File: src/hw/rf_pkg.sv
`default_nettype none

package rf_pkg;

   // Register file geometry
   localparam int RF_XLEN  = 32;
   localparam int RF_WIDTH = 2;
   // 32 GPRs followed by 4 machine CSRs
   localparam int RF_REGS  = 36;
   localparam int RF_DEPTH = RF_REGS * RF_XLEN / RF_WIDTH;
   // Slice index within one register
   localparam int RF_SW    = $clog2(RF_XLEN / RF_WIDTH);
   localparam int RF_AW    = $clog2(RF_DEPTH);

   // CSR selectors inside the CSR block of the RAM
   localparam logic [1:0] CSR_MSCRATCH = 2'd0;
   localparam logic [1:0] CSR_MTVEC    = 2'd1;
   localparam logic [1:0] CSR_MEPC     = 2'd2;
   localparam logic [1:0] CSR_MTVAL    = 2'd3;
   localparam logic [3:0] CSR_TAG      = 4'b1000;

   // Window counter, value n in the n-th cycle after i_rreq
   localparam int               RF_CNT_W    = 6;
   localparam logic [RF_CNT_W-1:0] RF_RDY_CNT  = 6'd3;
   localparam logic [RF_CNT_W-1:0] RF_BIT0_CNT = 6'd4;
   localparam logic [RF_CNT_W-1:0] RF_LAST_CNT = 6'd35;
   // Last write slot, port 1 of slice 15
   localparam logic [RF_CNT_W-1:0] RF_END_CNT  = 6'd37;

   // Register address, either a GPR or a CSR
   typedef union packed {
      struct packed {
         logic       is_csr;
         logic [4:0] idx;
      } gpr;
      struct packed {
         logic [3:0] tag;
         logic [1:0] sel;
      } csr;
   } rf_addr_t;

endpackage

`default_nettype wire

File: src/hw/rf_if.sv
`timescale 1ns/10ps
`default_nettype none

module rf_if (
   input  wire              i_clk,
   input  wire              i_rst,
   // Core state
   input  wire              i_run,
   input  wire              i_trap,
   input  wire              i_mret,
   // Trap values
   input  wire              i_mepc,
   input  wire              i_mem_misalign,
   input  wire              i_bufreg_q,
   input  wire              i_bad_pc,
   // CSR access
   input  wire              i_csr_en,
   input  wire [1:0]        i_csr_addr,
   input  wire              i_csr,
   // rd sources
   input  wire              i_rd_wen,
   input  wire [4:0]        i_rd_waddr,
   input  wire              i_ctrl_rd,
   input  wire              i_alu_rd,
   input  wire              i_rd_alu_en,
   input  wire              i_csr_rd,
   input  wire              i_rd_csr_en,
   input  wire              i_mem_rd,
   // Source registers
   input  wire [4:0]        i_rs1_raddr,
   input  wire [4:0]        i_rs2_raddr,
   // Sequencer side
   output rf_pkg::rf_addr_t o_wreg0,
   output rf_pkg::rf_addr_t o_wreg1,
   output logic             o_wen0,
   output logic             o_wen1,
   output logic             o_wdata0,
   output logic             o_wdata1,
   output rf_pkg::rf_addr_t o_rreg0,
   output rf_pkg::rf_addr_t o_rreg1,
   input  wire              i_rdata0,
   input  wire              i_rdata1,
   // Read bits to the core
   output logic             o_rs1,
   output logic             o_rs2,
   output logic             o_csr,
   output logic             o_csr_pc
);

   import rf_pkg::*;

   logic rd_bit;
   logic mtval_bit;

   function automatic rf_addr_t gpr_reg(input logic [4:0] idx);
      rf_addr_t a;
      a.gpr.is_csr = 1'b0;
      a.gpr.idx    = idx;
      return a;
   endfunction

   function automatic rf_addr_t csr_reg(input logic [1:0] sel);
      rf_addr_t a;
      a.csr.tag = CSR_TAG;
      a.csr.sel = sel;
      return a;
   endfunction

   // Merged rd bit from all write-back sources
   assign rd_bit = i_ctrl_rd | (i_alu_rd & i_rd_alu_en) |
                   (i_csr_rd & i_rd_csr_en) | i_mem_rd;

   assign mtval_bit = i_mem_misalign ? i_bufreg_q : i_bad_pc;

   // Port 0 writes rd, or mtval on a trap
   assign o_wdata0 = i_trap ? mtval_bit : rd_bit;
   assign o_wreg0  = i_trap ? csr_reg(CSR_MTVAL) : gpr_reg(i_rd_waddr);
   assign o_wen0   = i_trap | (i_rd_wen & i_run);

   // Port 1 writes the CSR, or mepc on a trap
   assign o_wdata1 = i_trap ? i_mepc : i_csr;
   assign o_wreg1  = i_trap ? csr_reg(CSR_MEPC) : csr_reg(i_csr_addr);
   assign o_wen1   = i_trap | i_csr_en;

   // Read port 0 is always rs1
   assign o_rreg0 = gpr_reg(i_rs1_raddr);

   // Read port 1 shared by the trap vector, mepc, CSRs and rs2
   assign o_rreg1 = i_trap   ? csr_reg(CSR_MTVEC) :
                    i_mret   ? csr_reg(CSR_MEPC)  :
                    i_csr_en ? csr_reg(i_csr_addr) :
                               gpr_reg(i_rs2_raddr);

   assign o_rs1    = i_rdata0;
   assign o_rs2    = i_rdata1;
   assign o_csr    = i_rdata1 & i_csr_en;
   assign o_csr_pc = i_rdata1;

   // Trap writes must land in the CSR block, mtval on port 0 and mepc on port 1
   a_trap_csr_view: assert property (@(posedge i_clk) disable iff (i_rst)
      i_trap |-> (o_wreg0.csr.tag == CSR_TAG) && (o_wreg0.csr.sel == CSR_MTVAL) &&
                 (o_wreg1.csr.tag == CSR_TAG) && (o_wreg1.csr.sel == CSR_MEPC) &&
                 o_wen0 && o_wen1)
      else $error("trap write address outside the CSR block");

endmodule

`default_nettype wire

File: src/hw/rf_ram_if.sv
`timescale 1ns/10ps
`default_nettype none

module rf_ram_if (
   input  wire                           i_clk,
   input  wire                           i_rst,
   input  wire                           i_rreq,
   output logic                          o_ready,
   // Bit-serial side
   input  wire rf_pkg::rf_addr_t         i_wreg0,
   input  wire rf_pkg::rf_addr_t         i_wreg1,
   input  wire                           i_wen0,
   input  wire                           i_wen1,
   input  wire                           i_wdata0,
   input  wire                           i_wdata1,
   input  wire rf_pkg::rf_addr_t         i_rreg0,
   input  wire rf_pkg::rf_addr_t         i_rreg1,
   output logic                          o_rdata0,
   output logic                          o_rdata1,
   // RAM side
   output logic [rf_pkg::RF_AW-1:0]      o_waddr,
   output logic [rf_pkg::RF_WIDTH-1:0]   o_wdata,
   output logic                          o_wen,
   output logic [rf_pkg::RF_AW-1:0]      o_raddr,
   input  wire  [rf_pkg::RF_WIDTH-1:0]   i_rdata
);

   import rf_pkg::*;

   logic [RF_CNT_W-1:0] cnt;
   logic                busy;
   rf_addr_t            rreg0_q;
   rf_addr_t            rreg1_q;
   logic [RF_SW-1:0]    rslice;
   logic [RF_WIDTH-1:0] rd0_q;
   logic                rd1_hi;
   logic                in_stream;
   logic                slice_done;
   logic                wport;
   logic [RF_SW-1:0]    wslice;
   logic                wlo0;
   logic                wlo1;
   logic [RF_WIDTH-1:0] wbuf0;
   logic [RF_WIDTH-1:0] wbuf1;
   rf_addr_t            wreg0_q;
   rf_addr_t            wreg1_q;
   logic                wpend0;
   logic                wpend1;

   // Window counter runs from i_rreq until the last write slot
   always_ff @(posedge i_clk) begin
      if (i_rst) begin
         busy <= 1'b0;
         cnt  <= '0;
      end else if (i_rreq) begin
         busy <= 1'b1;
         cnt  <= 6'd1;
      end else if (busy) begin
         if (cnt == RF_END_CNT) begin
            busy <= 1'b0;
            cnt  <= '0;
         end else begin
            cnt <= cnt + 1'b1;
         end
      end
   end

   always_ff @(posedge i_clk) begin
      if (i_rst) begin
         rreg0_q <= '0;
         rreg1_q <= '0;
      end else if (i_rreq) begin
         rreg0_q <= i_rreg0;
         rreg1_q <= i_rreg1;
      end
   end

   assign o_ready = busy && (cnt == RF_RDY_CNT);

   // Even counts fetch port 0 and odd counts fetch port 1
   // Slice s of port 0 is read at 2+2s and of port 1 at 3+2s
   assign rslice  = cnt[RF_SW:1] - 4'd1;
   assign o_raddr = {(cnt[0] ? rreg1_q : rreg0_q), rslice};

   // Port 0 slice arrives one cycle before its first bit
   always_ff @(posedge i_clk) begin
      if (cnt[0]) begin
         rd0_q <= i_rdata;
      end else begin
         rd0_q <= {1'b0, rd0_q[1]};
      end
      // Port 1 low bit goes straight out while the high bit waits a cycle
      if (!cnt[0]) begin
         rd1_hi <= i_rdata[1];
      end
   end

   // Bit k of both ports is on the bus at count 4+k
   assign o_rdata0 = rd0_q[0];
   assign o_rdata1 = cnt[0] ? rd1_hi : i_rdata[0];

   assign in_stream  = busy && (cnt >= RF_BIT0_CNT) && (cnt <= RF_LAST_CNT);
   assign slice_done = in_stream && cnt[0];

   // Collect incoming write bits into slices
   always_ff @(posedge i_clk) begin
      if (!cnt[0]) begin
         wlo0 <= i_wdata0;
         wlo1 <= i_wdata1;
      end
      if (slice_done) begin
         wbuf0   <= {i_wdata0, wlo0};
         wbuf1   <= {i_wdata1, wlo1};
         wreg0_q <= i_wreg0;
         wreg1_q <= i_wreg1;
      end
   end

   // Port 0 writes on even counts and port 1 on odd counts
   assign wport = cnt[0];

   always_ff @(posedge i_clk) begin
      if (i_rst) begin
         wpend0 <= 1'b0;
         wpend1 <= 1'b0;
      end else begin
         if (slice_done && i_wen0) begin
            wpend0 <= 1'b1;
         end else if (!wport) begin
            wpend0 <= 1'b0;
         end
         // Port 1 refills on the same edge that drains it
         if (slice_done && i_wen1) begin
            wpend1 <= 1'b1;
         end else if (wport) begin
            wpend1 <= 1'b0;
         end
      end
   end

   // Slice s completes at 5+2s and is written at 6+2s or 7+2s
   assign wslice  = cnt[RF_SW:1] - 4'd3;
   assign o_wen   = wport ? wpend1 : wpend0;
   assign o_wdata = wport ? wbuf1 : wbuf0;
   assign o_waddr = {(wport ? wreg1_q : wreg0_q), wslice};

   a_rreq_idle: assert property (@(posedge i_clk) disable iff (i_rst)
      i_rreq |-> !busy)
      else $error("i_rreq during an active window");

   // A finished slice must not land on a port 0 slice still waiting
   a_wslice0_free: assert property (@(posedge i_clk) disable iff (i_rst)
      slice_done && i_wen0 |-> !wpend0)
      else $error("port 0 write slice overwritten while pending");

   // A pending port 1 slice keeps its buffer until it is written
   a_wslice1_free: assert property (@(posedge i_clk) disable iff (i_rst)
      wpend1 && !(o_wen && wport) |=> $stable(wbuf1))
      else $error("port 1 write slice overwritten while pending");

endmodule

`default_nettype wire

File: src/hw/rf_ram.sv
`timescale 1ns/10ps
`default_nettype none

module rf_ram (
   input  wire                          i_clk,
   input  wire  [rf_pkg::RF_AW-1:0]     i_waddr,
   input  wire  [rf_pkg::RF_WIDTH-1:0]  i_wdata,
   input  wire                          i_wen,
   input  wire  [rf_pkg::RF_AW-1:0]     i_raddr,
   output logic [rf_pkg::RF_WIDTH-1:0]  o_rdata
);

   import rf_pkg::*;

   // GPR slices first, CSR slices from word 512 up
   logic [RF_WIDTH-1:0] mem [RF_DEPTH];

   always_ff @(posedge i_clk) begin
      if (i_wen) begin
         mem[i_waddr] <= i_wdata;
      end
   end

   // Registered read, data valid the cycle after the address
   always_ff @(posedge i_clk) begin
      o_rdata <= mem[i_raddr];
   end

   a_waddr_range: assert property (@(posedge i_clk)
      i_wen |-> (int'(i_waddr) < RF_DEPTH))
      else $error("RAM write address %0d out of range", i_waddr);

   a_raddr_range: assert property (@(posedge i_clk)
      int'(i_raddr) < RF_DEPTH)
      else $error("RAM read address %0d out of range", i_raddr);

endmodule

`default_nettype wire

File: src/hw/rf_top.sv
`timescale 1ns/10ps
`default_nettype none

module rf_top (
   input  wire       i_clk,
   input  wire       i_rst,
   // Window control
   input  wire       i_rreq,
   output wire       o_ready,
   // Core state and trap values
   input  wire       i_run,
   input  wire       i_trap,
   input  wire       i_mret,
   input  wire       i_mepc,
   input  wire       i_mem_misalign,
   input  wire       i_bufreg_q,
   input  wire       i_bad_pc,
   // CSR access
   input  wire       i_csr_en,
   input  wire [1:0] i_csr_addr,
   input  wire       i_csr,
   // rd write sources
   input  wire       i_rd_wen,
   input  wire [4:0] i_rd_waddr,
   input  wire       i_ctrl_rd,
   input  wire       i_alu_rd,
   input  wire       i_rd_alu_en,
   input  wire       i_csr_rd,
   input  wire       i_rd_csr_en,
   input  wire       i_mem_rd,
   // Read ports
   input  wire [4:0] i_rs1_raddr,
   input  wire [4:0] i_rs2_raddr,
   output wire       o_rs1,
   output wire       o_rs2,
   output wire       o_csr,
   output wire       o_csr_pc
);

   import rf_pkg::*;

   // Bit-serial ports between rf_if and the sequencer
   rf_addr_t wreg0;
   rf_addr_t wreg1;
   rf_addr_t rreg0;
   rf_addr_t rreg1;
   wire      wen0;
   wire      wen1;
   wire      wdata0;
   wire      wdata1;
   wire      rdata0;
   wire      rdata1;

   // RAM port
   wire [RF_AW-1:0]    ram_waddr;
   wire [RF_WIDTH-1:0] ram_wdata;
   wire                ram_wen;
   wire [RF_AW-1:0]    ram_raddr;
   wire [RF_WIDTH-1:0] ram_rdata;

   rf_if u_if (
      .i_clk          (i_clk),
      .i_rst          (i_rst),
      .i_run          (i_run),
      .i_trap         (i_trap),
      .i_mret         (i_mret),
      .i_mepc         (i_mepc),
      .i_mem_misalign (i_mem_misalign),
      .i_bufreg_q     (i_bufreg_q),
      .i_bad_pc       (i_bad_pc),
      .i_csr_en       (i_csr_en),
      .i_csr_addr     (i_csr_addr),
      .i_csr          (i_csr),
      .i_rd_wen       (i_rd_wen),
      .i_rd_waddr     (i_rd_waddr),
      .i_ctrl_rd      (i_ctrl_rd),
      .i_alu_rd       (i_alu_rd),
      .i_rd_alu_en    (i_rd_alu_en),
      .i_csr_rd       (i_csr_rd),
      .i_rd_csr_en    (i_rd_csr_en),
      .i_mem_rd       (i_mem_rd),
      .i_rs1_raddr    (i_rs1_raddr),
      .i_rs2_raddr    (i_rs2_raddr),
      .o_wreg0        (wreg0),
      .o_wreg1        (wreg1),
      .o_wen0         (wen0),
      .o_wen1         (wen1),
      .o_wdata0       (wdata0),
      .o_wdata1       (wdata1),
      .o_rreg0        (rreg0),
      .o_rreg1        (rreg1),
      .i_rdata0       (rdata0),
      .i_rdata1       (rdata1),
      .o_rs1          (o_rs1),
      .o_rs2          (o_rs2),
      .o_csr          (o_csr),
      .o_csr_pc       (o_csr_pc)
   );

   rf_ram_if u_ram_if (
      .i_clk    (i_clk),
      .i_rst    (i_rst),
      .i_rreq   (i_rreq),
      .o_ready  (o_ready),
      .i_wreg0  (wreg0),
      .i_wreg1  (wreg1),
      .i_wen0   (wen0),
      .i_wen1   (wen1),
      .i_wdata0 (wdata0),
      .i_wdata1 (wdata1),
      .i_rreg0  (rreg0),
      .i_rreg1  (rreg1),
      .o_rdata0 (rdata0),
      .o_rdata1 (rdata1),
      .o_waddr  (ram_waddr),
      .o_wdata  (ram_wdata),
      .o_wen    (ram_wen),
      .o_raddr  (ram_raddr),
      .i_rdata  (ram_rdata)
   );

   rf_ram u_ram (
      .i_clk   (i_clk),
      .i_waddr (ram_waddr),
      .i_wdata (ram_wdata),
      .i_wen   (ram_wen),
      .i_raddr (ram_raddr),
      .o_rdata (ram_rdata)
   );

endmodule

`default_nettype wire

File: config.mk
export PLATFORM = sky130hd
export DESIGN_NAME = rf_top
export DESIGN_NICKNAME = d
export VERILOG_FILES = /design/src/hw/rf_pkg.sv /design/src/hw/rf_if.sv /design/src/hw/rf_ram_if.sv /design/src/hw/rf_ram.sv /design/src/hw/rf_top.sv
export SDC_FILE = /design/constraint.sdc
export NUM_CORES = 1
export LEC_CHECK = 0
export ABC_AREA = 1
export BUFFER_PORTS_ARGS = -buffer_cell sky130_fd_sc_hd__buf_2
export CAP_MARGIN = 20
export CELL_PAD_IN_SITES_DETAIL_PLACEMENT = 1
export CELL_PAD_IN_SITES_GLOBAL_PLACEMENT = 1
export CORE_UTILIZATION = 55
export DETAILED_ROUTE_END_ITERATION = 7
export PLACE_DENSITY = 0.82
export SKIP_LAST_GASP = 1
export SYNTH_ARGS = -nofsm -noshare
export SYNTH_HDL_FRONTEND = slang
export SYNTH_SLANG_ARGS = --single-unit
File: constraint.sdc
create_clock -name i_clk -period 19.12 [get_ports i_clk]
set_clock_uncertainty 0.2 [all_clocks]
set_input_delay 3.824 -clock i_clk [delete_from_list [all_inputs] [get_ports i_clk]]
set_output_delay 3.824 -clock i_clk [all_outputs]
set_load 0.03 [all_outputs]
# ---- Word-level counts from Yosys, hierarchy flattened
# Memories as Yosys holds them, arrays and structs flattened. A register that Yosys moved wholly into a read port is not among the register bits.
# Index checks and enable logic that the tools add are counted.
dict set report op_classes {
  order_cmp 2
  addsub 3
  reduce_logical 9
  eq_ne 3
  mux 25
  bitwise_logic 9
}
# operator count
set ops {}
lappend ops {{6-bit 2-to-1 mux} 7}
lappend ops {{1-bit 2-to-1 mux} 17}
lappend ops {{6-bit by 1-bit adder with 6-bit output, second input constant} 1}
lappend ops {{6-bit by 2-bit == test with 1-bit output, second input constant} 1}
lappend ops {{6-bit == test, second input constant} 1}
lappend ops {{6-bit by 3-bit >= comparator with 1-bit output, second input constant} 1}
lappend ops {{6-bit <= comparator, second input constant} 1}
lappend ops {{1-bit logical AND} 6}
lappend ops {{1-bit OR} 5}
lappend ops {{1-bit AND} 4}
lappend ops {{2-bit nonzero test} 2}
lappend ops {{4-bit by 1-bit subtractor with 4-bit output, second input constant} 1}
lappend ops {{4-bit by 2-bit subtractor with 4-bit output, second input constant} 1}
lappend ops {{2-bit 2-to-1 mux} 1}
lappend ops {{2-bit != test, second input constant} 1}
lappend ops {{2-bit OR reduction} 1}
dict set report totals {
  ram_bits 1152
  regBits 41
  elab_cells 70
  output_inout_bits 5
  n_memories 1
}
# name words word_bits rd rd_clocked_by_memory_dff write_ports line_no
set memory_table {}
lappend memory_table {u_ram.mem 576 2 1 1 1 rf_ram.sv:16} ;# logic [RF_WIDTH-1:0] mem [RF_DEPTH];

# ---- Depth between registers and ports, before layout
# Gate-level depths: netlist of run 1.
dict set report logic_depth {
  depth_word 6
  depth_mapped 22
  depth_no_buf 16
}

# ---- Hierarchy
# A second synthesis of run 1 with hierarchy kept.
dict set report unflattened {
  hier_cells 4733
  area_unflattened_um2 51378.0
}
# module n_inst cells_per_inst area_per_inst_um2
set modules_own_cells {}
lappend modules_own_cells {rf_ram 1 4462 49234.7}
lappend modules_own_cells {rf_ram_if 1 206 1820.5}
lappend modules_own_cells {rf_if 1 65 322.8}

# ---- Worst setup path after synthesis of run 1
# Ideal clock, no wire load.
dict set report synth_timing {
  path_type {register to register}
  from {register u_ram_if.cnt[0]}
  to {memory u_ram.mem[0][0] (data pin)}
  t_required_ns 17.317
  path_slack_ns 9.598
  setup_ns 1.603
  t_arrival_ns 7.719
  stages_incl_launch_ff 6
  path_cell_list {dfxtp_1 > buf_4 > buf_2 > clkbuf_1 > nand2_1 > nand2_1}
}
dict set report synth_between {
  elab_chain_cells 1
}
# item line_no
set synth_lines {}
lappend synth_lines {{from (decl)} rf_ram_if.sv:30} ;# logic [RF_CNT_W-1:0] cnt;
lappend synth_lines {{from (signal assigned)} rf_ram_if.sv:63} ;# cnt <= cnt + 1'b1;
lappend synth_lines {{2-bit 2-to-1 mux} rf_ram_if.sv:144} ;# assign o_wdata = wport ? wbuf1 : wbuf0;
lappend synth_lines {{named net ram_wdata[0]} rf_top.sv:56} ;# wire [RF_WIDTH-1:0] ram_wdata;
lappend synth_lines {{to (decl)} rf_ram.sv:16}
# The timed path passes the listed nets, and every way through them passes these cells.

# ---- Worst setup path after layout of run 1
dict set report layout_timing {
  from {input i_csr_en}
  to {output o_csr}
}
dict set report layout_between {
  elab_chain_cells 1
}
# item line_no
set layout_lines {}
lappend layout_lines {{from (decl)} rf_top.sv:19} ;# input wire i_csr_en,
lappend layout_lines {{1-bit AND} rf_if.sv:96} ;# assign o_csr = i_rdata1 & i_csr_en;
lappend layout_lines {{to (decl)} rf_top.sv:36} ;# output wire o_csr,
# Every way passes these cells.

==> metrics.md, run 1 <==
| Metric | Value |
|---|---|
| Status | `completed` |
| DP Worst Slack | `10,740 ps` |
| Core footprint | `0.0904 mm^2` |
| Mapped Avg Cell Area | `11.0 um^2` |
| DPL Wire Length | `81,100 um` |
| Port bufs | `40` |
| RSZ-0062 raised after global routing | `no` |
| DR pass1 iterations | `6` |
| Tcrit/Tclk final | `0.438` |
| Critical Path Source Type | `input port` |
| Final setup violation count | `0` |
| Post-Syn Area | `0.0505 mm^2` |
| Critical path capture point type | `primary output` |
| Max-slew violation count | `0` |
| I/O pin cnt | `41` |
| Total global-route track usage | `0.328` |
| Overall routed net length | `153,000 um` |
| Clock tree from TritonCTS | `built` |
| Commonest non-fill, non-tap cell in the layout | `edfxtp_1` |
| Synth-to-Final Area Change | `9.53%` |
| P_leak | `18.5 nW` |
| Total power | `0.00553 W` |
| CTS resizes | `0` |
| Initial cell density of the core | `0.559` |
| Layout filler cell count | `9,245` |
| Worst path cell trace | `buf_2, inv_1, a21oi_1, buf_2` |
| Worst slew pin tran | `1160 ps` |
| Clock sink total | `1,191` |
| Final Worst Setup Slack | `10,740 ps` |
| Max_cap viols | `0` |
| First-pass GRT wire length | `227,000 um` |
| Hold/Removal Path Class | `reg -> reg` |
| Antenna-violating nets left | `0` |
| Layout Utilization | `0.612` |
| Nets | `4,531` |
| Pin count of the biggest net entering global routing | `227` |
| Yosys cell types | `39` |
| PwrDens | `100 mW/mm^2` |
| Total CTS buffers | `130` |
| Yosys reg bits | `1,191` |
| Required @ worst endpoint | `15,100 ps` |
| DIE AREA | `0.0930 mm^2` |
| Clock Path Buffers | `3` |
| # hold bufs at CTS | `0` |
| Synth Instances | `4,596` |
| Area of the multi-input gates | `0.0134 mm^2` |
| Worst vdd ir | `0.105 mV` |
| Most frequent cells in the layout | `edfxtp_1 (1,167), nand2_1 (1,112), nand3_1 (1,043)` |
| Rows | `110` |
| CP most frequent cell | `buf_2` |
| H-tree depth | `4` |
| Worst path slowest cell | `buf_2` |
| Post-Syn Nets | `4,641` |
| Layout cells sized above 1 | `0.0704` |
| Final routed DRC violation total | `0` |
| Die height | `305 um` |
| Via count of the first global-routing pass | `38,300` |
| Via Count | `36,200` |
| Achievable frequency | `119 MHz` |
| GRT Residual Overflow | `0` |
| RePlAce Congestion | `0.814` |
| Initial antenna violation count | `1` |
| Setup TNS | `0 ps` |
| Sequential Area | `0.0355 mm^2` |
| First DRT Iteration DRCs | `3,883` |
| Clock Pin Slew Worst Setup and Hold Paths | `60 ps` |
| Final hold vios | `0` |
| WS Path Type | `in -> out` |
| WL/cell | `26.6 um` |
| Ant. Diodes | `0` |
| Sequential-to-total area share from yosys stat | `0.703` |
| Drt via density | `6.29` |
| Die extent in x | `305 um` |
| CP max stage delay | `220 ps` |
| Post-CTS setup buffers | `0` |
| CP arrival | `4360 ps` |
| Max Fanout on Critical Path | `5` |
| YS warnings | `0` |
| Fin crit period | `8380 ps` |
| Clk Tree Root Cell | `clkbuf_16` |
| Worst-Skew Late Latency | `750 ps` |
| Rel. slew slack | `0.229` |
==> Yosys cell counts (all sizes together) <==
cell type,instances,share of area
xor2,4,0.0014
nor2,664,0.049
clkbuf,154,0.011
mux2i,3,0.00059
a32o,4,0.00079
nor3,11,0.0027
nor4,1,0.00012
or2,3,0.00037
dfxtp,24,0.0095
inv,40,0.0030
a31oi,1,0.00012
buf,187,0.017
a21oi,12,0.0012
nand3,1043,0.10
a32oi,1,0.00017
edfxtp,1167,0.69
a221oi,1,0.00017
nand4,2,0.00025
o21ai,83,0.0087
o221ai,30,0.0052
nor3b,2,0.00030
o22ai,2,0.00025
clkinv,1,0.000074
o211ai,3,0.00045
nand2,1144,0.087
ha,9,0.0022
==> critical path: cells and delay by family <==
family	cells	cell delay (ps)
compound gates	1	120
buf+inv	3	410
==> final cells by class <==
type | count | share of cell area
clock inverter | 48 | 0.00746
timing repair buffer | 99 | 0.0134
inverter | 41 | 0.00321
clock buffer | 172 | 0.0643
sequential | 1191 | 0.642
tap | 1176 | 0.0266
multi-input combinational | 3023 | 0.243
==> registers in the layout, summed over array words and instances, names as in the netlist <==
| register | flops |
|---|---|
| u_ram.mem | 1152 |
| u_ram.o_rdata | 2 |
| u_ram_if.busy | 1 |
| u_ram_if.cnt | 6 |
| u_ram_if.rd0_q | 2 |
| u_ram_if.rd1_hi | 1 |
| u_ram_if.rreg0_q | 5 |
| u_ram_if.rreg1_q | 6 |
| u_ram_if.wbuf0 | 2 |
| u_ram_if.wbuf1 | 2 |
| u_ram_if.wlo0 | 1 |
| u_ram_if.wlo1 | 1 |
| u_ram_if.wpend0 | 1 |
| u_ram_if.wpend1 | 1 |
| u_ram_if.wreg0_q | 6 |
| u_ram_if.wreg1_q | 2 |
==> worst paths after layout <==
check | cells past startpoint | end | from | slack (ps)
setup reg to reg | 17 | u_ram.o_rdata[0] | u_ram_if.cnt[1] | 13700
hold reg to reg | 0 | u_ram_if.wbuf1[0] | u_ram_if.wlo1 | 210
setup / recovery | 4 | o_csr | i_csr_en | 10740
hold / removal | 0 | u_ram_if.wbuf1[0] | u_ram_if.wlo1 | 210
==> per-stage QoR <==
stage | hold WS (ps) | std cells | cell area (um^2)
floorplan | 196 | 4596 | 50500
global placement | 201 | 5524 | 51300
detailed placement | 207 | 5527 | 51300
CTS | 214 | 5747 | 55300
global route | 219 | 5750 | 55300
finish | 211 | 5750 | 55300
==> where the power goes <==
group / switching (W) / internal [W]
clock: 0.00100 / 0.00140
combinational: 0.000196 / 0.0000520
sequential: 0.00000327 / 0.00288
==> per-layer routing <==
layer / part of all wire / global-route usage
met1: 0.38 / 0.404
met2: 0.50 / 0.559
met3: 0.075 / 0.0548
met4: 0.049 / 0.164
met5: 0.000085 / 0
==> logic make-up after synthesis <==
logic type | after synthesis | share of synthesized area
AND/OR/NAND/NOR | 2870 | 0.243
flip-flops | 1191 | 0.703
buffers and inverters | 382 | 0.0320
AO/OA/AOI/OAI | 137 | 0.0171
adder cells (fa/ha/maj) | 9 | 0.00223
XOR/XNOR | 4 | 0.00144
multiplexers | 3 | 0.000595
(Power assumes the default switching activity.)
==> inputs of run 2 (changes only) <==
ABC_AREA = 0   (was 1)
PLACE_DENSITY = 0.78   (was 0.82)
clock period = 8.1 ns   (was 19.12 ns; I/O delays follow)
==> metrics.md, run 2 <==
| Metric | Value |
|---|---|
| Status | `complete, but fails checks` |
| Failing checks | `max-slew violations` |
| Worst R2R Path Depth | `10 (-7)` |
| Overall routed net length | `139,000 um (-9.3%)` |
| Port bufs | `40 (unchanged)` |
| P_leak | `16.5 nW (-11%)` |
| Final hold vios | `0 (unchanged)` |
| First-pass GRT wire length | `201,000 um (-12%)` |
| Die extent in x | `300 um (-1.6%)` |
| Max Fanout on Critical Path | `98 (+93)` |
| PwrDens | `237 mW/mm^2 (+140%)` |
| WL/cell | `33.5 um (+26%)` |
| Total global-route track usage | `0.312 (-0.0155)` |
| Clock Path Buffers | `3 (unchanged)` |
| Critical R2R Launch | `u_ram_if.cnt[1]` |
| Core footprint | `0.0874 mm^2 (-3.3%)` |
| Number of flip-flops in the largest register | `1,152 (unchanged)` |
| Final setup violation count | `0 (unchanged)` |
| RSZ-0062 raised after global routing | `no` |
| Post-synth ARST share | `0 (unchanged)` |
| Synth Instances | `2,881 (-37%)` |
| Hold/Removal Path Class | `reg -> reg` |
| DIE AREA | `0.0900 mm^2 (-3.2%)` |
| Max-slew violation count | `175 (+175)` |
| Rows | `108 (-1.8%)` |
| Rel. slew slack | `-0.133 (-0.361)` |
| RePlAce Congestion | `0.805 (-1.2%)` |
| Commonest non-fill, non-tap cell in the layout | `edfxtp_1` |
| Tcrit/Tclk final | `0.671` |
| Combinational power share | `0.035 (-0.010)` |
| Post-synth top area share | `0.717 (+0.0233)` |
| Clock sink total | `1,191 (unchanged)` |
| Post-Syn Area | `0.0489 mm^2 (-3.3%)` |
| CP arrival | `5840 ps (+1480 ps)` |
| Achievable frequency | `184 MHz` |
| Via count of the first global-routing pass | `29,300 (-23%)` |
| Yosys cell types | `62 (+59%)` |
| List of most frequent post-synthesis cells | `edfxtp_1 (1,167), nor2_1 (641), mux4_2 (292)` |
| Mapped Avg Cell Area | `17.0 um^2 (+54%)` |
| I/O pin cnt | `41 (unchanged)` |
| Dominant cell by count in the synthesized netlist | `edfxtp_1` |
| Critical Path Source Type | `register` |
| Layout filler cell count | `7,475 (-19%)` |
| Switching share of power | `0.209 (-0.00830)` |
| Clk Tree Root Cell | `clkbuf_16` |
| Layout cells sized above 1 | `0.206 (+0.136)` |
| Synth area leader | `edfxtp_1` |
| Worst-Skew Late Latency | `730 ps (-20 ps)` |
| Net Switching | `0.00269 W (+120%)` |
| Ys flop type | `edfxtp_1` |
| Post-Syn Nets | `2,926 (-37%)` |
| Initial cell density of the core | `0.559 (about the same)` |
| Total CTS buffers | `118 (-9.2%)` |
| Die height | `300 um (-1.6%)` |
| Clock Power Share | `0.439 (+0.005)` |
| WS Path Type | `reg -> reg` |
| Pin count of the biggest net entering global routing | `301 (+33%)` |
| # hold bufs at CTS | `0 (unchanged)` |
| Layout Utilization | `0.621 (+0.00947)` |
| Internal Pwr Total | `0.0102 W (+140%)` |
| Top post-synthesis cells by area | `edfxtp_1 (72%), mux4_2 (13%), nor2_1 (4.9%)` |
| Post-synth EDFFs | `1,167 (unchanged)` |
| Register share of total power | `0.526 (+0.004)` |
| First DRT Iteration DRCs | `3,728 (-4.0%)` |
| Nets | `2,926 (-35%)` |
| WHS Endpoint | `u_ram_if.wbuf0[0]` |
| Worst slew pin tran | `1700 ps (+542 ps)` |
| Most flop-heavy register | `u_ram.mem` |
| Worst hold stages | `0 (unchanged)` |
| DR pass1 iterations | `5 (-1)` |
| Drt via density | `6.71 (+6.6%)` |
| Sequential-to-total area share from yosys stat | `0.727 (+0.0236)` |
| Worst R2R End | `u_ram.o_rdata[0]` |
| H-tree depth | `3 (-1)` |
| Synth-to-Final Area Change | `11.2%` |
| Worst vdd ir | `0.191 mV (+82%)` |
| Yosys reg bits | `1,191 (unchanged)` |
| Final routed DRC violation total | `0 (unchanged)` |
| YS warnings | `0 (unchanged)` |
| Setup TNS | `0 ps (unchanged)` |
| Fin crit period | `5440 ps` |
| Most frequent cells in the layout | `edfxtp_1 (1,167), nor2_1 (640), mux4_2 (292)` |
| DPL Wire Length | `76,500 um (-5.7%)` |
| Required @ worst endpoint | `8500 ps (-6600 ps)` |
| Critical path capture point type | `register` |
| GRT Residual Overflow | `0 (unchanged)` |
| Via Count | `27,700 (-23%)` |
| Clock tree from TritonCTS | `built` |
| Initial antenna violation count | `1 (unchanged)` |
| Clock Pin Slew Worst Setup and Hold Paths | `70 ps (about the same)` |
| Antenna-violating nets left | `0 (unchanged)` |
| CTS resizes | `0 (unchanged)` |
| Min-delay src | `u_ram_if.wlo0` |
| Max_cap viols | `0 (unchanged)` |
| Flop2flop setup slack | `2660 ps (-11,040 ps)` |
| Post-CTS setup buffers | `0 (unchanged)` |
run 2: final cells by class:
| type | count | area, um^2 | share of cell area |
|---|---|---|---|
| timing repair buffer | 91 | 890 | 0.0164 |
| multi-input combinational | 1474 | 12500 | 0.229 |
| tap | 1155 | 1450 | 0.0266 |
| antenna | 2 | 5.00 | 0.0000921 |
| sequential | 1191 | 35500 | 0.654 |
| clock buffer | 144 | 3090 | 0.0569 |
| inverter | 5 | 18.8 | 0.000346 |
| clock inverter | 74 | 881 | 0.0162 |
run 2: logic make-up (layout without fill, tap and decap cells):
kind of cell / Yosys count / in the layout / synth area share
compound gates: 125 / 125 / 0.0185
xor+xnor: 8 / 8 / 0.00159
fa+ha+maj: 9 / 9 / 0.00230
buf+inv: 216 / 314 / 0.0221
flops: 1191 / 1191 / 0.727
mux: 351 / 351 / 0.148
other cells: 0 / 2 / 0
simple gates: 981 / 981 / 0.0803
run 2: through the flow:
step                instances  hold slack, ps  setup WS, ps  power [W]  cell area [um^2]
floorplan                2881             200          1500    0.00718             48900
global route             4134             230          2500     0.0131             54300
global placement         3903             201          2860    0.00732             50000
CTS                      4125             221          2750     0.0129             54100
finish                   4136             219          2660     0.0129             54300
detailed placement       3907             207          2770    0.00734             50100
run 2: metal layers:
layer / track usage / up-vias / part of all wire
met4: 0.125 / 0 / 0.038
met1: 0.427 / 14600 / 0.38
met3: 0.0521 / 292 / 0.091
li1: - / 11200 / -
met5: 0 / - / 0
met2: 0.506 / 1735 / 0.49
run 2: critical path, cell delays in order (launching register included):
cell and delay, ps:
dfxtp_4 980, clkinv_1 240, buf_4 340, ha_4 500, buf_12 480, mux4_2 430
mux4_2 500, mux2i_1 450, a31oi_1 350, a211oi_1 580, nor3_1 100
run 2: how the worst max path moves through the flow:
stage                          from                to  slack, ps  cells past startpoint
floorplan           u_ram_if.cnt[0]   u_ram.mem[0][0]       1500                      5
global placement    u_ram_if.cnt[1]  u_ram.o_rdata[0]       2860                     10
detailed placement  u_ram_if.cnt[1]  u_ram.o_rdata[0]       2770                     10
CTS                 u_ram_if.cnt[1]  u_ram.o_rdata[0]       2750                     10
global route        u_ram_if.cnt[1]  u_ram.o_rdata[0]       2500                     11
finish              u_ram_if.cnt[1]  u_ram.o_rdata[0]       2660                     10
run 2: power groups by stage:
| stage | Combinational [W] | Sequential, W | Clock [W] |
|---|---|---|---|
| after floorplan | 0.000279 | 0.00690 | 0 |
| after global placement | 0.000427 | 0.00690 | 0 |
| after detailed placement | 0.000443 | 0.00690 | 0 |
| after CTS | 0.000447 | 0.00677 | 0.00568 |
| after global routing | 0.000472 | 0.00676 | 0.00587 |
| final | 0.000452 | 0.00677 | 0.00566 |
